$ cat config.mk
export PLATFORM = sky130hd
export DESIGN_NAME = kvs_resp_top
export DESIGN_NICKNAME = d
export VERILOG_FILES = /design/src/source/kvs_resp_pkg.sv /design/src/source/kvs_resp_ifs.sv /design/src/source/listen_port_opener.sv /design/src/source/resp_word_queue.sv /design/src/source/frame_meter.sv /design/src/source/tx_frame_joiner.sv /design/src/source/kvs_resp_top.sv
export VERILOG_INCLUDE_DIRS = /design/src /design/src/source
export SDC_FILE = /design/constraint.sdc
export NUM_CORES = 1
export LEC_CHECK = 0
export ABC_AREA = 1
export ABC_CLOCK_PERIOD_IN_PS = 9400
export BUFFER_PORTS_ARGS = -buffer_cell sky130_fd_sc_hd__buf_2
export CAP_MARGIN = 20
export CORE_UTILIZATION = 30
export DETAILED_ROUTE_END_ITERATION = 8
export GPL_ROUTABILITY_DRIVEN = 1
export PLACE_DENSITY_LB_ADDON = 0.08
export SYNTH_ARGS = -nofsm -noshare
export SYNTH_HDL_FRONTEND = slang
export SYNTH_SLANG_ARGS = --single-unit
$ cat constraint.sdc
create_clock -name aclk -period 9.4 [get_ports aclk]
set_input_delay 2.82 -clock aclk [delete_from_list [all_inputs] [get_ports aclk]]
set_output_delay 2.82 -clock aclk [all_outputs]
set_load 0.1 [all_outputs]
$ cat src/source/kvs_resp_params.svh
//------------------------------
// kvs response path constants
// widths, buffer depths, listen
// port range and beat size
//------------------------------
`ifndef KVS_RESP_PARAMS_SVH
`define KVS_RESP_PARAMS_SVH

// ------------------------------
// datapath widths
// ------------------------------
`define KVS_WORD_W          64
`define KVS_SESSION_W       16
`define KVS_LEN_W           16
`define KVS_PORT_W          16

// ------------------------------
// listen ports, 2880 .. 2887
// ------------------------------
`define KVS_FIRST_PORT      2880
`define KVS_PORT_COUNT      8

// every beat counts as a full 64-bit word
`define KVS_BYTES_PER_BEAT  8

// queue depth also bounds the longest frame
`define KVS_QUEUE_DEPTH     16
// keep this at least the queue depth so the meter never stalls
`define KVS_META_DEPTH      16

`endif

$ cat src/source/kvs_resp_pkg.sv
//------------------------------
// kvs response path types
// vector typedefs shared by the
// framer and the joiner FSM state
//------------------------------
`include "kvs_resp_params.svh"

package kvs_resp_pkg;

  // ------------------------------
  // payload and header fields
  // ------------------------------
  // one response beat from the store
  typedef logic [`KVS_WORD_W-1:0]    word_t;
  // session the response belongs to
  typedef logic [`KVS_SESSION_W-1:0] session_t;
  // frame length in bytes
  typedef logic [`KVS_LEN_W-1:0]     frame_len_t;
  // tcp listen port number
  typedef logic [`KVS_PORT_W-1:0]    port_t;

  // ------------------------------
  // joiner FSM
  // ------------------------------
  typedef enum logic [1:0] {
    idle,
    send_meta,
    send_data
  } joiner_state_t;

endpackage

$ cat src/source/kvs_resp_ifs.sv
//------------------------------
// kvs response path interfaces
// beat stream with last flag and
// per-frame tx metadata record
//------------------------------
`timescale 1ns/10ps

// a beat moves when valid and ready are both high
interface resp_stream_if import kvs_resp_pkg::*; ();
  logic  valid;
  logic  ready;
  word_t data;
  logic  last;

  modport source (
    output valid,
    output data,
    output last,
    input  ready
  );

  modport sink (
    input  valid,
    input  data,
    input  last,
    output ready
  );

  // passive observer, sees accepted beats only
  modport monitor (
    input valid,
    input ready,
    input data,
    input last
  );
endinterface

// one record per frame, same handshake rule
interface tx_meta_if import kvs_resp_pkg::*; ();
  logic       valid;
  logic       ready;
  session_t   session;
  frame_len_t len;

  modport source (output valid, output session, output len, input ready);
  modport sink (input valid, input session, input len, output ready);
endinterface

$ cat src/source/listen_port_opener.sv
//------------------------------
// listen port opener
// announces ports 2880 .. 2887
// after reset, one pulse each
//------------------------------
`timescale 1ns/10ps
`include "kvs_resp_params.svh"

module listen_port_opener import kvs_resp_pkg::*; (
  input  logic  aclk,
  input  logic  aresetn,
  input  logic  listen_port_ready,
  output logic  listen_port_valid,
  output port_t listen_port_data
);

  // one past the last port announced
  localparam port_t END_PORT = port_t'(`KVS_FIRST_PORT + `KVS_PORT_COUNT);

  port_t next_port;
  logic  pulse;

  // pulse is a single cycle strobe, never held while waiting for ready
  always_ff @(posedge aclk) begin
    if (!aresetn) begin
      pulse     <= 1'b0;
      next_port <= port_t'(`KVS_FIRST_PORT);
    end else begin
      pulse <= 1'b0;
      if (!pulse && listen_port_ready && (next_port < END_PORT)) begin
        pulse     <= 1'b1;
        next_port <= next_port + port_t'(1);
      end
    end
  end

  // port number travels with the pulse
  always_ff @(posedge aclk) begin
    if (!pulse && listen_port_ready && (next_port < END_PORT)) begin
      listen_port_data <= next_port;
    end
  end

  assign listen_port_valid = pulse;

endmodule

$ cat src/source/resp_word_queue.sv
//------------------------------
// response word queue
// circular FIFO holding store
// beats with their last flags
//------------------------------
`timescale 1ns/10ps
`include "kvs_resp_params.svh"

module resp_word_queue import kvs_resp_pkg::*; (
  input  logic          aclk,
  input  logic          aresetn,
  resp_stream_if.sink   in_stream,
  resp_stream_if.source word_stream
);

  localparam int DEPTH = `KVS_QUEUE_DEPTH;
  localparam int AW    = $clog2(DEPTH);
  localparam int CW    = $clog2(DEPTH + 1);

  word_t          data_mem [DEPTH];
  logic           last_mem [DEPTH];
  logic [AW-1:0]  wr_ptr;
  logic [AW-1:0]  rd_ptr;
  logic [CW-1:0]  count;
  logic           push;
  logic           pop;

  assign push = in_stream.valid && in_stream.ready;
  assign pop  = word_stream.valid && word_stream.ready;

  // ------------------------------
  // storage
  // ------------------------------
  always_ff @(posedge aclk) begin
    if (push) begin
      data_mem[wr_ptr] <= in_stream.data;
      last_mem[wr_ptr] <= in_stream.last;
    end
  end

  // ------------------------------
  // pointers and occupancy
  // ------------------------------
  always_ff @(posedge aclk) begin
    if (!aresetn) begin
      wr_ptr <= '0;
      rd_ptr <= '0;
      count  <= '0;
    end else begin
      if (push) begin
        wr_ptr <= (wr_ptr == AW'(DEPTH - 1)) ? '0 : wr_ptr + AW'(1);
      end
      if (pop) begin
        rd_ptr <= (rd_ptr == AW'(DEPTH - 1)) ? '0 : rd_ptr + AW'(1);
      end
      // simultaneous push and pop leaves the count unchanged
      if (push && !pop) begin
        count <= count + CW'(1);
      end else if (pop && !push) begin
        count <= count - CW'(1);
      end
    end
  end

  // accept while there is room, head is read straight from storage
  assign in_stream.ready  = (count != CW'(DEPTH));
  assign word_stream.valid = (count != '0);
  assign word_stream.data  = data_mem[rd_ptr];
  assign word_stream.last  = last_mem[rd_ptr];

endmodule

$ cat src/source/frame_meter.sv
//------------------------------
// frame meter
// measures each frame on the input
// stream and queues its tx record
//------------------------------
`timescale 1ns/10ps
`include "kvs_resp_params.svh"

module frame_meter import kvs_resp_pkg::*; (
  input  logic          aclk,
  input  logic          aresetn,
  input  session_t      resp_session,
  resp_stream_if.monitor in_stream,
  tx_meta_if.source     meta
);

  localparam int DEPTH = `KVS_META_DEPTH;
  localparam int AW    = $clog2(DEPTH);
  localparam int CW    = $clog2(DEPTH + 1);
  localparam frame_len_t BEAT_BYTES = frame_len_t'(`KVS_BYTES_PER_BEAT);

  logic          beat;
  logic          first_beat;
  session_t      cur_session;
  frame_len_t    cur_len;
  session_t      frame_session;
  frame_len_t    frame_len;

  session_t      sess_mem [DEPTH];
  frame_len_t    len_mem  [DEPTH];
  logic [AW-1:0] wr_ptr;
  logic [AW-1:0] rd_ptr;
  logic [CW-1:0] count;
  logic          push;
  logic          pop;

  assign beat = in_stream.valid && in_stream.ready;

  // session comes from the first beat only, length grows per beat
  assign frame_session = first_beat ? resp_session : cur_session;
  assign frame_len     = first_beat ? BEAT_BYTES : cur_len + BEAT_BYTES;

  // ------------------------------
  // running frame state
  // ------------------------------
  always_ff @(posedge aclk) begin
    if (!aresetn) begin
      first_beat <= 1'b1;
    end else if (beat) begin
      first_beat <= in_stream.last;
    end
  end

  always_ff @(posedge aclk) begin
    if (beat) begin
      cur_session <= frame_session;
      cur_len     <= frame_len;
    end
  end

  // ------------------------------
  // record ring
  // ------------------------------
  assign push = beat && in_stream.last;
  assign pop  = meta.valid && meta.ready;

  always_ff @(posedge aclk) begin
    if (push) begin
      sess_mem[wr_ptr] <= frame_session;
      len_mem[wr_ptr]  <= frame_len;
    end
  end

  // no full check, every pending record has its data still in the word queue
  always_ff @(posedge aclk) begin
    if (!aresetn) begin
      wr_ptr <= '0;
      rd_ptr <= '0;
      count  <= '0;
    end else begin
      if (push) begin
        wr_ptr <= (wr_ptr == AW'(DEPTH - 1)) ? '0 : wr_ptr + AW'(1);
      end
      if (pop) begin
        rd_ptr <= (rd_ptr == AW'(DEPTH - 1)) ? '0 : rd_ptr + AW'(1);
      end
      if (push && !pop) begin
        count <= count + CW'(1);
      end else if (pop && !push) begin
        count <= count - CW'(1);
      end
    end
  end

  assign meta.valid   = (count != '0);
  assign meta.session = sess_mem[rd_ptr];
  assign meta.len     = len_mem[rd_ptr];

endmodule

$ cat src/source/tx_frame_joiner.sv
//------------------------------
// tx frame joiner
// sends a frame's metadata, then
// releases its data beats
//------------------------------
`timescale 1ns/10ps

module tx_frame_joiner import kvs_resp_pkg::*; (
  input  logic        aclk,
  input  logic        aresetn,
  input  logic        tx_meta_ready,
  input  logic        tx_data_ready,
  tx_meta_if.sink     meta,
  resp_stream_if.sink word_stream,
  output logic        tx_meta_valid,
  output session_t    tx_meta_session,
  output frame_len_t  tx_meta_len,
  output logic        tx_data_valid,
  output word_t       tx_data,
  output logic        tx_data_last
);

  joiner_state_t state;
  logic          meta_take;
  logic          data_take;

  // records are pulled only while idle, one frame in flight
  assign meta.ready = (state == idle);
  assign meta_take  = meta.valid && meta.ready;
  assign data_take  = word_stream.valid && word_stream.ready;

  // ------------------------------
  // FSM
  // ------------------------------
  always_ff @(posedge aclk) begin
    if (!aresetn) begin
      state <= idle;
    end else begin
      case (state)
        idle: begin
          if (meta_take) begin
            state <= send_meta;
          end
        end
        send_meta: begin
          if (tx_meta_ready) begin
            state <= send_data;
          end
        end
        send_data: begin
          // frame ends with the accepted last beat
          if (data_take && word_stream.last) begin
            state <= idle;
          end
        end
        default: state <= idle;
      endcase
    end
  end

  // record held here until the tx side takes it
  always_ff @(posedge aclk) begin
    if (meta_take) begin
      tx_meta_session <= meta.session;
      tx_meta_len     <= meta.len;
    end
  end

  assign tx_meta_valid = (state == send_meta);

  // data path is open only in send_data, queue head stays put while stalled
  assign tx_data_valid     = (state == send_data) && word_stream.valid;
  assign word_stream.ready = (state == send_data) && tx_data_ready;
  assign tx_data           = word_stream.data;
  assign tx_data_last      = word_stream.last;

endmodule

$ cat src/source/kvs_resp_top.sv
//------------------------------
// kvs response path top level
// listen port opener and the
// response framer toward tx
//------------------------------
`timescale 1ns/10ps

module kvs_resp_top import kvs_resp_pkg::*; (
  input  logic       aclk,
  input  logic       aresetn,

  // listen port announcement
  output logic       listen_port_valid,
  input  logic       listen_port_ready,
  output port_t      listen_port_data,

  // responses from the store
  input  logic       resp_valid,
  output logic       resp_ready,
  input  word_t      resp_data,
  input  session_t   resp_session,
  input  logic       resp_last,

  // tx metadata
  output logic       tx_meta_valid,
  input  logic       tx_meta_ready,
  output session_t   tx_meta_session,
  output frame_len_t tx_meta_len,

  // tx data
  output logic       tx_data_valid,
  input  logic       tx_data_ready,
  output word_t      tx_data,
  output logic       tx_data_last
);

  resp_stream_if in_stream ();
  resp_stream_if word_stream ();
  tx_meta_if     meta ();

  assign in_stream.valid = resp_valid;
  assign in_stream.data  = resp_data;
  assign in_stream.last  = resp_last;
  assign resp_ready      = in_stream.ready;

  listen_port_opener i_listen_port_opener (
    .aclk              (aclk),
    .aresetn           (aresetn),
    .listen_port_ready (listen_port_ready),
    .listen_port_valid (listen_port_valid),
    .listen_port_data  (listen_port_data)
  );

  // queue and meter see the same accepted beats
  resp_word_queue i_resp_word_queue (
    .aclk        (aclk),
    .aresetn     (aresetn),
    .in_stream   (in_stream),
    .word_stream (word_stream)
  );

  frame_meter i_frame_meter (
    .aclk         (aclk),
    .aresetn      (aresetn),
    .resp_session (resp_session),
    .in_stream    (in_stream),
    .meta         (meta)
  );

  tx_frame_joiner i_tx_frame_joiner (
    .aclk            (aclk),
    .aresetn         (aresetn),
    .tx_meta_ready   (tx_meta_ready),
    .tx_data_ready   (tx_data_ready),
    .meta            (meta),
    .word_stream     (word_stream),
    .tx_meta_valid   (tx_meta_valid),
    .tx_meta_session (tx_meta_session),
    .tx_meta_len     (tx_meta_len),
    .tx_data_valid   (tx_data_valid),
    .tx_data         (tx_data),
    .tx_data_last    (tx_data_last)
  );

endmodule

# Word-level counts from Yosys, hierarchy flattened
# Memories as Yosys holds them, arrays and structs flattened. A register that Yosys moved wholly into a read port is not among the register bits.
# Index checks and enable logic that the tools add are counted.
[word_totals]
in_bits = 87
n_memories = 4
out_inout_bits = 117
mem_bits_rw = 1552
word_cells = 85
reg_bits = 94
[op_classes]
n_eq_ne = 10
add_sub_neg = 10
n_reduce_logical = 24
mux = 23
order_cmp = 1
[mem_list]
columns = ["memory", "words", "word_bits", "rd", "rd_ports_with_merged_regs", "wr", "line_no", "text"]
rows = [
  ["i_resp_word_queue.data_mem", 16, 64, 1, 1, 1, "resp_word_queue.sv:20", "word_t data_mem [DEPTH];"],
  ["i_frame_meter.len_mem", 16, 16, 1, 1, 1, "frame_meter.sv:30", "frame_len_t len_mem [DEPTH];"],
  ["i_frame_meter.sess_mem", 16, 16, 1, 1, 1, "frame_meter.sv:29", "session_t sess_mem [DEPTH];"],
  ["i_resp_word_queue.last_mem", 16, 1, 1, 1, 1, "resp_word_queue.sv:21", "logic last_mem [DEPTH];"],
]
[ops]
columns = ["operator", "n"]
rows = [
  ["$mux W16", 2],
  ["$mux W4", 8],
  ["$mux W5", 4],
  ["$add A16 B1 Y16 const B", 1],
  ["$add A16 B4 Y16 const B", 1],
  ["$add A4 B1 Y4 const B", 4],
  ["$eq A4 B4 Y1 const B", 4],
  ["$lt A16 B12 Y1 const B", 1],
  ["$logic_and A1 B1 Y1", 13],
  ["$add A5 B1 Y5 const B", 2],
  ["$reduce_bool A5 Y1", 2],
  ["$sub A5 B1 Y5 const B", 2],
  ["$mux W2", 3],
  ["$pmux W2 S3", 1],
  ["$logic_not A1 Y1", 5],
  ["$mux W1", 5],
  ["$ne A5 B5 Y1 const B", 1],
  ["$ne A2 B1 Y1 const B", 2],
  ["$reduce_bool A2 Y1", 2],
  ["$reduce_and A3 Y1", 1],
  ["$eq A2 B1 Y1 const B", 1],
  ["$eq A2 B2 Y1 const B", 1],
  ["$logic_not A2 Y1", 1],
  ["$ne A2 B2 Y1 const B", 1],
]

# Longest topological paths before layout
[depth]
ltp_word = 7
depth_mapped = 15
ltp_nobuf = 15

# Modules after synthesis
# From an unflattened synthesis, not the netlist that was laid out.
[hier_totals]
cells_unflattened = 6465
hier_area_um2 = 70463.8
[modules_own_cells]
columns = ["module", "n_inst", "area_per_inst_um2", "cells_per_inst", "seq_area_each_um2"]
rows = [
  ["resp_word_queue", 1, 43880.8, 4003, 31570.3],
  ["frame_meter", 1, 23636.4, 2204, 16696.0],
  ["tx_frame_joiner", 1, 1577.8, 119, 1001.0],
  ["listen_port_opener", 1, 1368.8, 139, 820.8],
]

# Least setup slack after synthesis
# OpenSTA, ideal clock, no wires.
[synth_path]
kind = "input to register"
from = "input port resp_valid"
to = "memory i_resp_word_queue.data_mem[7][0] in the netlist's numbering (enable)"
t_required_ns = 8.832
setup_slack_ns = 0.695
n_path_buf = 0
arrival_ns = 8.137
path_stages = 4
setup_ns = 0.568
cell_sequence = "nand2_1 -> inv_2 -> nand2_1 -> nor3_1"
[synth_between]
elab_chain_cells = 3
[synth_lines]
columns = ["item", "line_no", "text"]
rows = [
  ["start: declaration", "kvs_resp_top.sv:18", "input logic resp_valid,"],
  ["$logic_and A1 B1 Y1", "--", ""],
  ["named net i_frame_meter.beat", "frame_meter.sv:22", "logic beat;"],
  ["$mux W1", "resp_word_queue.sv:35", "if (push) begin"],
  ["$mux W1 (not written as such)", "resp_word_queue.sv:36", "data_mem[wr_ptr] <= in_stream.data;"],
  ["end: declaration", "resp_word_queue.sv:20", ""],
]
# The timed path passes the listed nets, and every way through them passes these cells.

==> run metrics <==
number of synthesized flops with an enable pin=1632; synth cell count leaders=1632 x edfxtp_1, 784 x nor2_1, 659 x o21ai_0; residual DRC count=0; Clock Path Buffers=3; clk_lat worst skew=0.84 ns; max cap viols=0; Core Area=217000 um^2; Core Util, Final=34.72%; DRT Wirelength=197800 um; average vias per placed instance=5.040; net count after synthesis=4736; final setup violation count=0; Post-Syn Area=65480 um^2; Reg2Reg Setup Slack=5.42 ns; FF-to-FF Start=i_resp_word_queue.count[1]; syn_area_per_cell=14.16 um^2; most numerous cell in the Yosys netlist=edfxtp_1; ratio of cells with drive above 1 in the final layout=11.60%; Die ar.=220100 um^2; PwrDens=251.1 nW/um^2; I/O Buffers=203; VDD IR-drop max=205.4 uV; DIE HEIGHT=469.2 um; worst hold start=i_listen_port_opener.next_port[12]; r2r worst-path depth=8; Most used DFF post-synth=edfxtp_1; final worst path period share=79.92%; Synth Warn #=0; Critical Path RT=6.58 ns; Setup Skew=0.04064 ns; CTS buffer count=190; Worst Hold Class=reg -> reg; Startpoint Class=flip-flop; Pre-antenna DRT Iters=5; Final GP Congestion=0.6971; largest net degree at the start of global routing=362; final-report max-slew violation count=0; Yosys top cell by area=edfxtp_1; postcts setup bufs=0; GR Overflow Total=0; Hold Path Sink=i_listen_port_opener.next_port[12]; row cnt=171; Initial Util=30.18%; unrepaired setup endpoints after global routing=false; Max Fclk=133.1 MHz; Clk pin slew, worst setup/hold paths=0.06 ns; dpl hpwl=92730 um; synthesis-stage register bit count=1682; hold slack=0.4451 ns; Reg-to-Reg End=i_resp_word_queue.data_mem[7][56]; sum of negative setup slack=0 ns; synth top area cells=edfxtp_1 75%, o21ai_0 5.0%, nor2_1 4.5%; CTS tree=done; Area Overhead vs Synth=15.02%; CTS H-tree depth=4; Die X=469.2 um; number of routed nets with antenna violations=0; top cell type's share of synthesized area=74.84%; vias in the first global route=39040; Worst Path Max Fanout=64; register area share after synthesis=76.37%; Synth async-reset ratio=0%; outcome=complete, no violations; initial antenna violation count=27; cell count after synthesis=4626; wire per inst=25.41 um; DRT iter0 DRCs=2944; io pins=204; vias after detailed routing=39240; Worst Hold Depth=2; Post-CTS Resized=0; Pleak=24.26 nW; Final Hold Viols=0; Least-Margin Pin Slew=1.204 ns; Post-CTS Hold Buffers=0; Layout Nets=4894; distinct cell type count after synthesis=39; clk root buf=clkbuf_16; arrival time at the worst endpoint=4.69 ns; clock sinks=1682; WS Path Type=reg -> out; slew margin rel.=19.76%; Tmin final=7.513 ns; first-pass GRT wire length=284200 um; Worst setup EP type=output pin; GRT Resource Usage Total=17.77%
power breakdown:
group	switching (mW)	internal, mW	total [mW]
clock network	3.06	3.85	6.91
registers	0.161	8.57	8.74
logic	2.61	0.652	3.26
per-layer routing:
metal	vias up	GRT usage (%)	share of wire, %
li1	17930	-	-
met1	20260	24.23	46
met2	752	29.64	48
met3	285	2.681	3.7
met4	16	4.229	1.9
met5	-	0	0.051
cells in the final DEF (no fill, tap or decap), drive strengths merged, types with 10 or more instances in the layout:
| cell | synthesis | final |
|---|---|---|
| edfxtp | 1632 | 1632 |
| nor2 | 784 | 784 |
| o21ai | 693 | 693 |
| o221ai | 287 | 287 |
| buf | 148 | 285 |
| nand2 | 252 | 252 |
| clkbuf | 172 | 250 |
| nand3 | 153 | 153 |
| mux2i | 100 | 100 |
| o211ai | 100 | 100 |
| inv | 84 | 96 |
| clkinv | 3 | 77 |
| o22ai | 70 | 70 |
| dfxtp | 50 | 50 |
| a21oi | 30 | 30 |
| ha | 21 | 21 |
| nor3 | 15 | 15 |
| xor2 | 10 | 10 |
layout make-up:
cell class | count | area (um^2)
clock buffer | 249 | 5027
antenna | 2 | 5.005
fill | 21120 | 141600
clock inverter | 89 | 656.9
sequential | 1682 | 50040
timing repair buffer | 286 | 1808
tap | 2854 | 3571
multi-input combinational | 2537 | 13840
inverter | 87 | 375.4
critical path, cell delays in order, from the launching register on:
cell and delay (ns):
dfxtp_4 0.71, buf_12 0.32, buf_4 0.56, buf_4 0.75
o21ai_0 0.22, o221ai_1 0.25, nand3_1 0.11, nand2_1 0.31
buf_2 0.50
worst max-delay path by stage:
stage / from / endpoint / depth (start not counted)
after global placement: flip-flop / tx_data[5] / 7
after CTS: flip-flop / tx_data[5] / 7
after global routing: flip-flop / tx_data[5] / 8
final: flip-flop / tx_data[2] / 8
after detailed placement: flip-flop / tx_data[5] / 7
after floorplan: resp_valid / i_resp_word_queue.data_mem[7][0] / 4
flip-flops by register name (all words and copies together), names as in the netlist, 5 cells and up, named ones only:
| signal | count |
|---|---|
| i_listen_port_opener.listen_port_data | 16 |
| i_tx_frame_joiner.tx_meta_len | 16 |
| i_frame_meter.cur_len | 16 |
| i_resp_word_queue.count | 5 |
| i_frame_meter.sess_mem | 256 |
| i_listen_port_opener.next_port | 16 |
| i_resp_word_queue.last_mem | 16 |
| i_resp_word_queue.data_mem | 1024 |
| i_frame_meter.cur_session | 16 |
| i_tx_frame_joiner.tx_meta_session | 16 |
| i_frame_meter.len_mem | 256 |
| i_frame_meter.count | 5 |
kinds of logic (layout without fill, tap and decap cells):
logic type      Yosys count  in the layout  synth area share (%)
xor+xnor                 14             14                0.1872
mux                     100            100                 1.529
flops                  1682           1682                 76.37
buf+inv                 407            711                 2.866
compound gates         1185           1185                 11.24
other cells               0              2                     0
simple gates           1215           1215                 7.349
fa+ha+maj                23             23                0.4624
per-stage QoR:
| step | power (mW) | instances | setup WS [ns] | cell area [um^2] |
|---|---|---|---|---|
| finish | 18.91 | 7786 | 1.887 | 75320 |
| global route | 19.69 | 7786 | 1.594 | 75320 |
| CTS | 19.20 | 7781 | 1.496 | 75270 |
| detailed placement | 12.22 | 7443 | 2.427 | 69590 |
| global placement | 12.22 | 7443 | 2.474 | 69590 |
| floorplan | 11.28 | 4626 | 0.6950 | 65480 |
No activity file was read; power rests on OpenSTA's default activity.
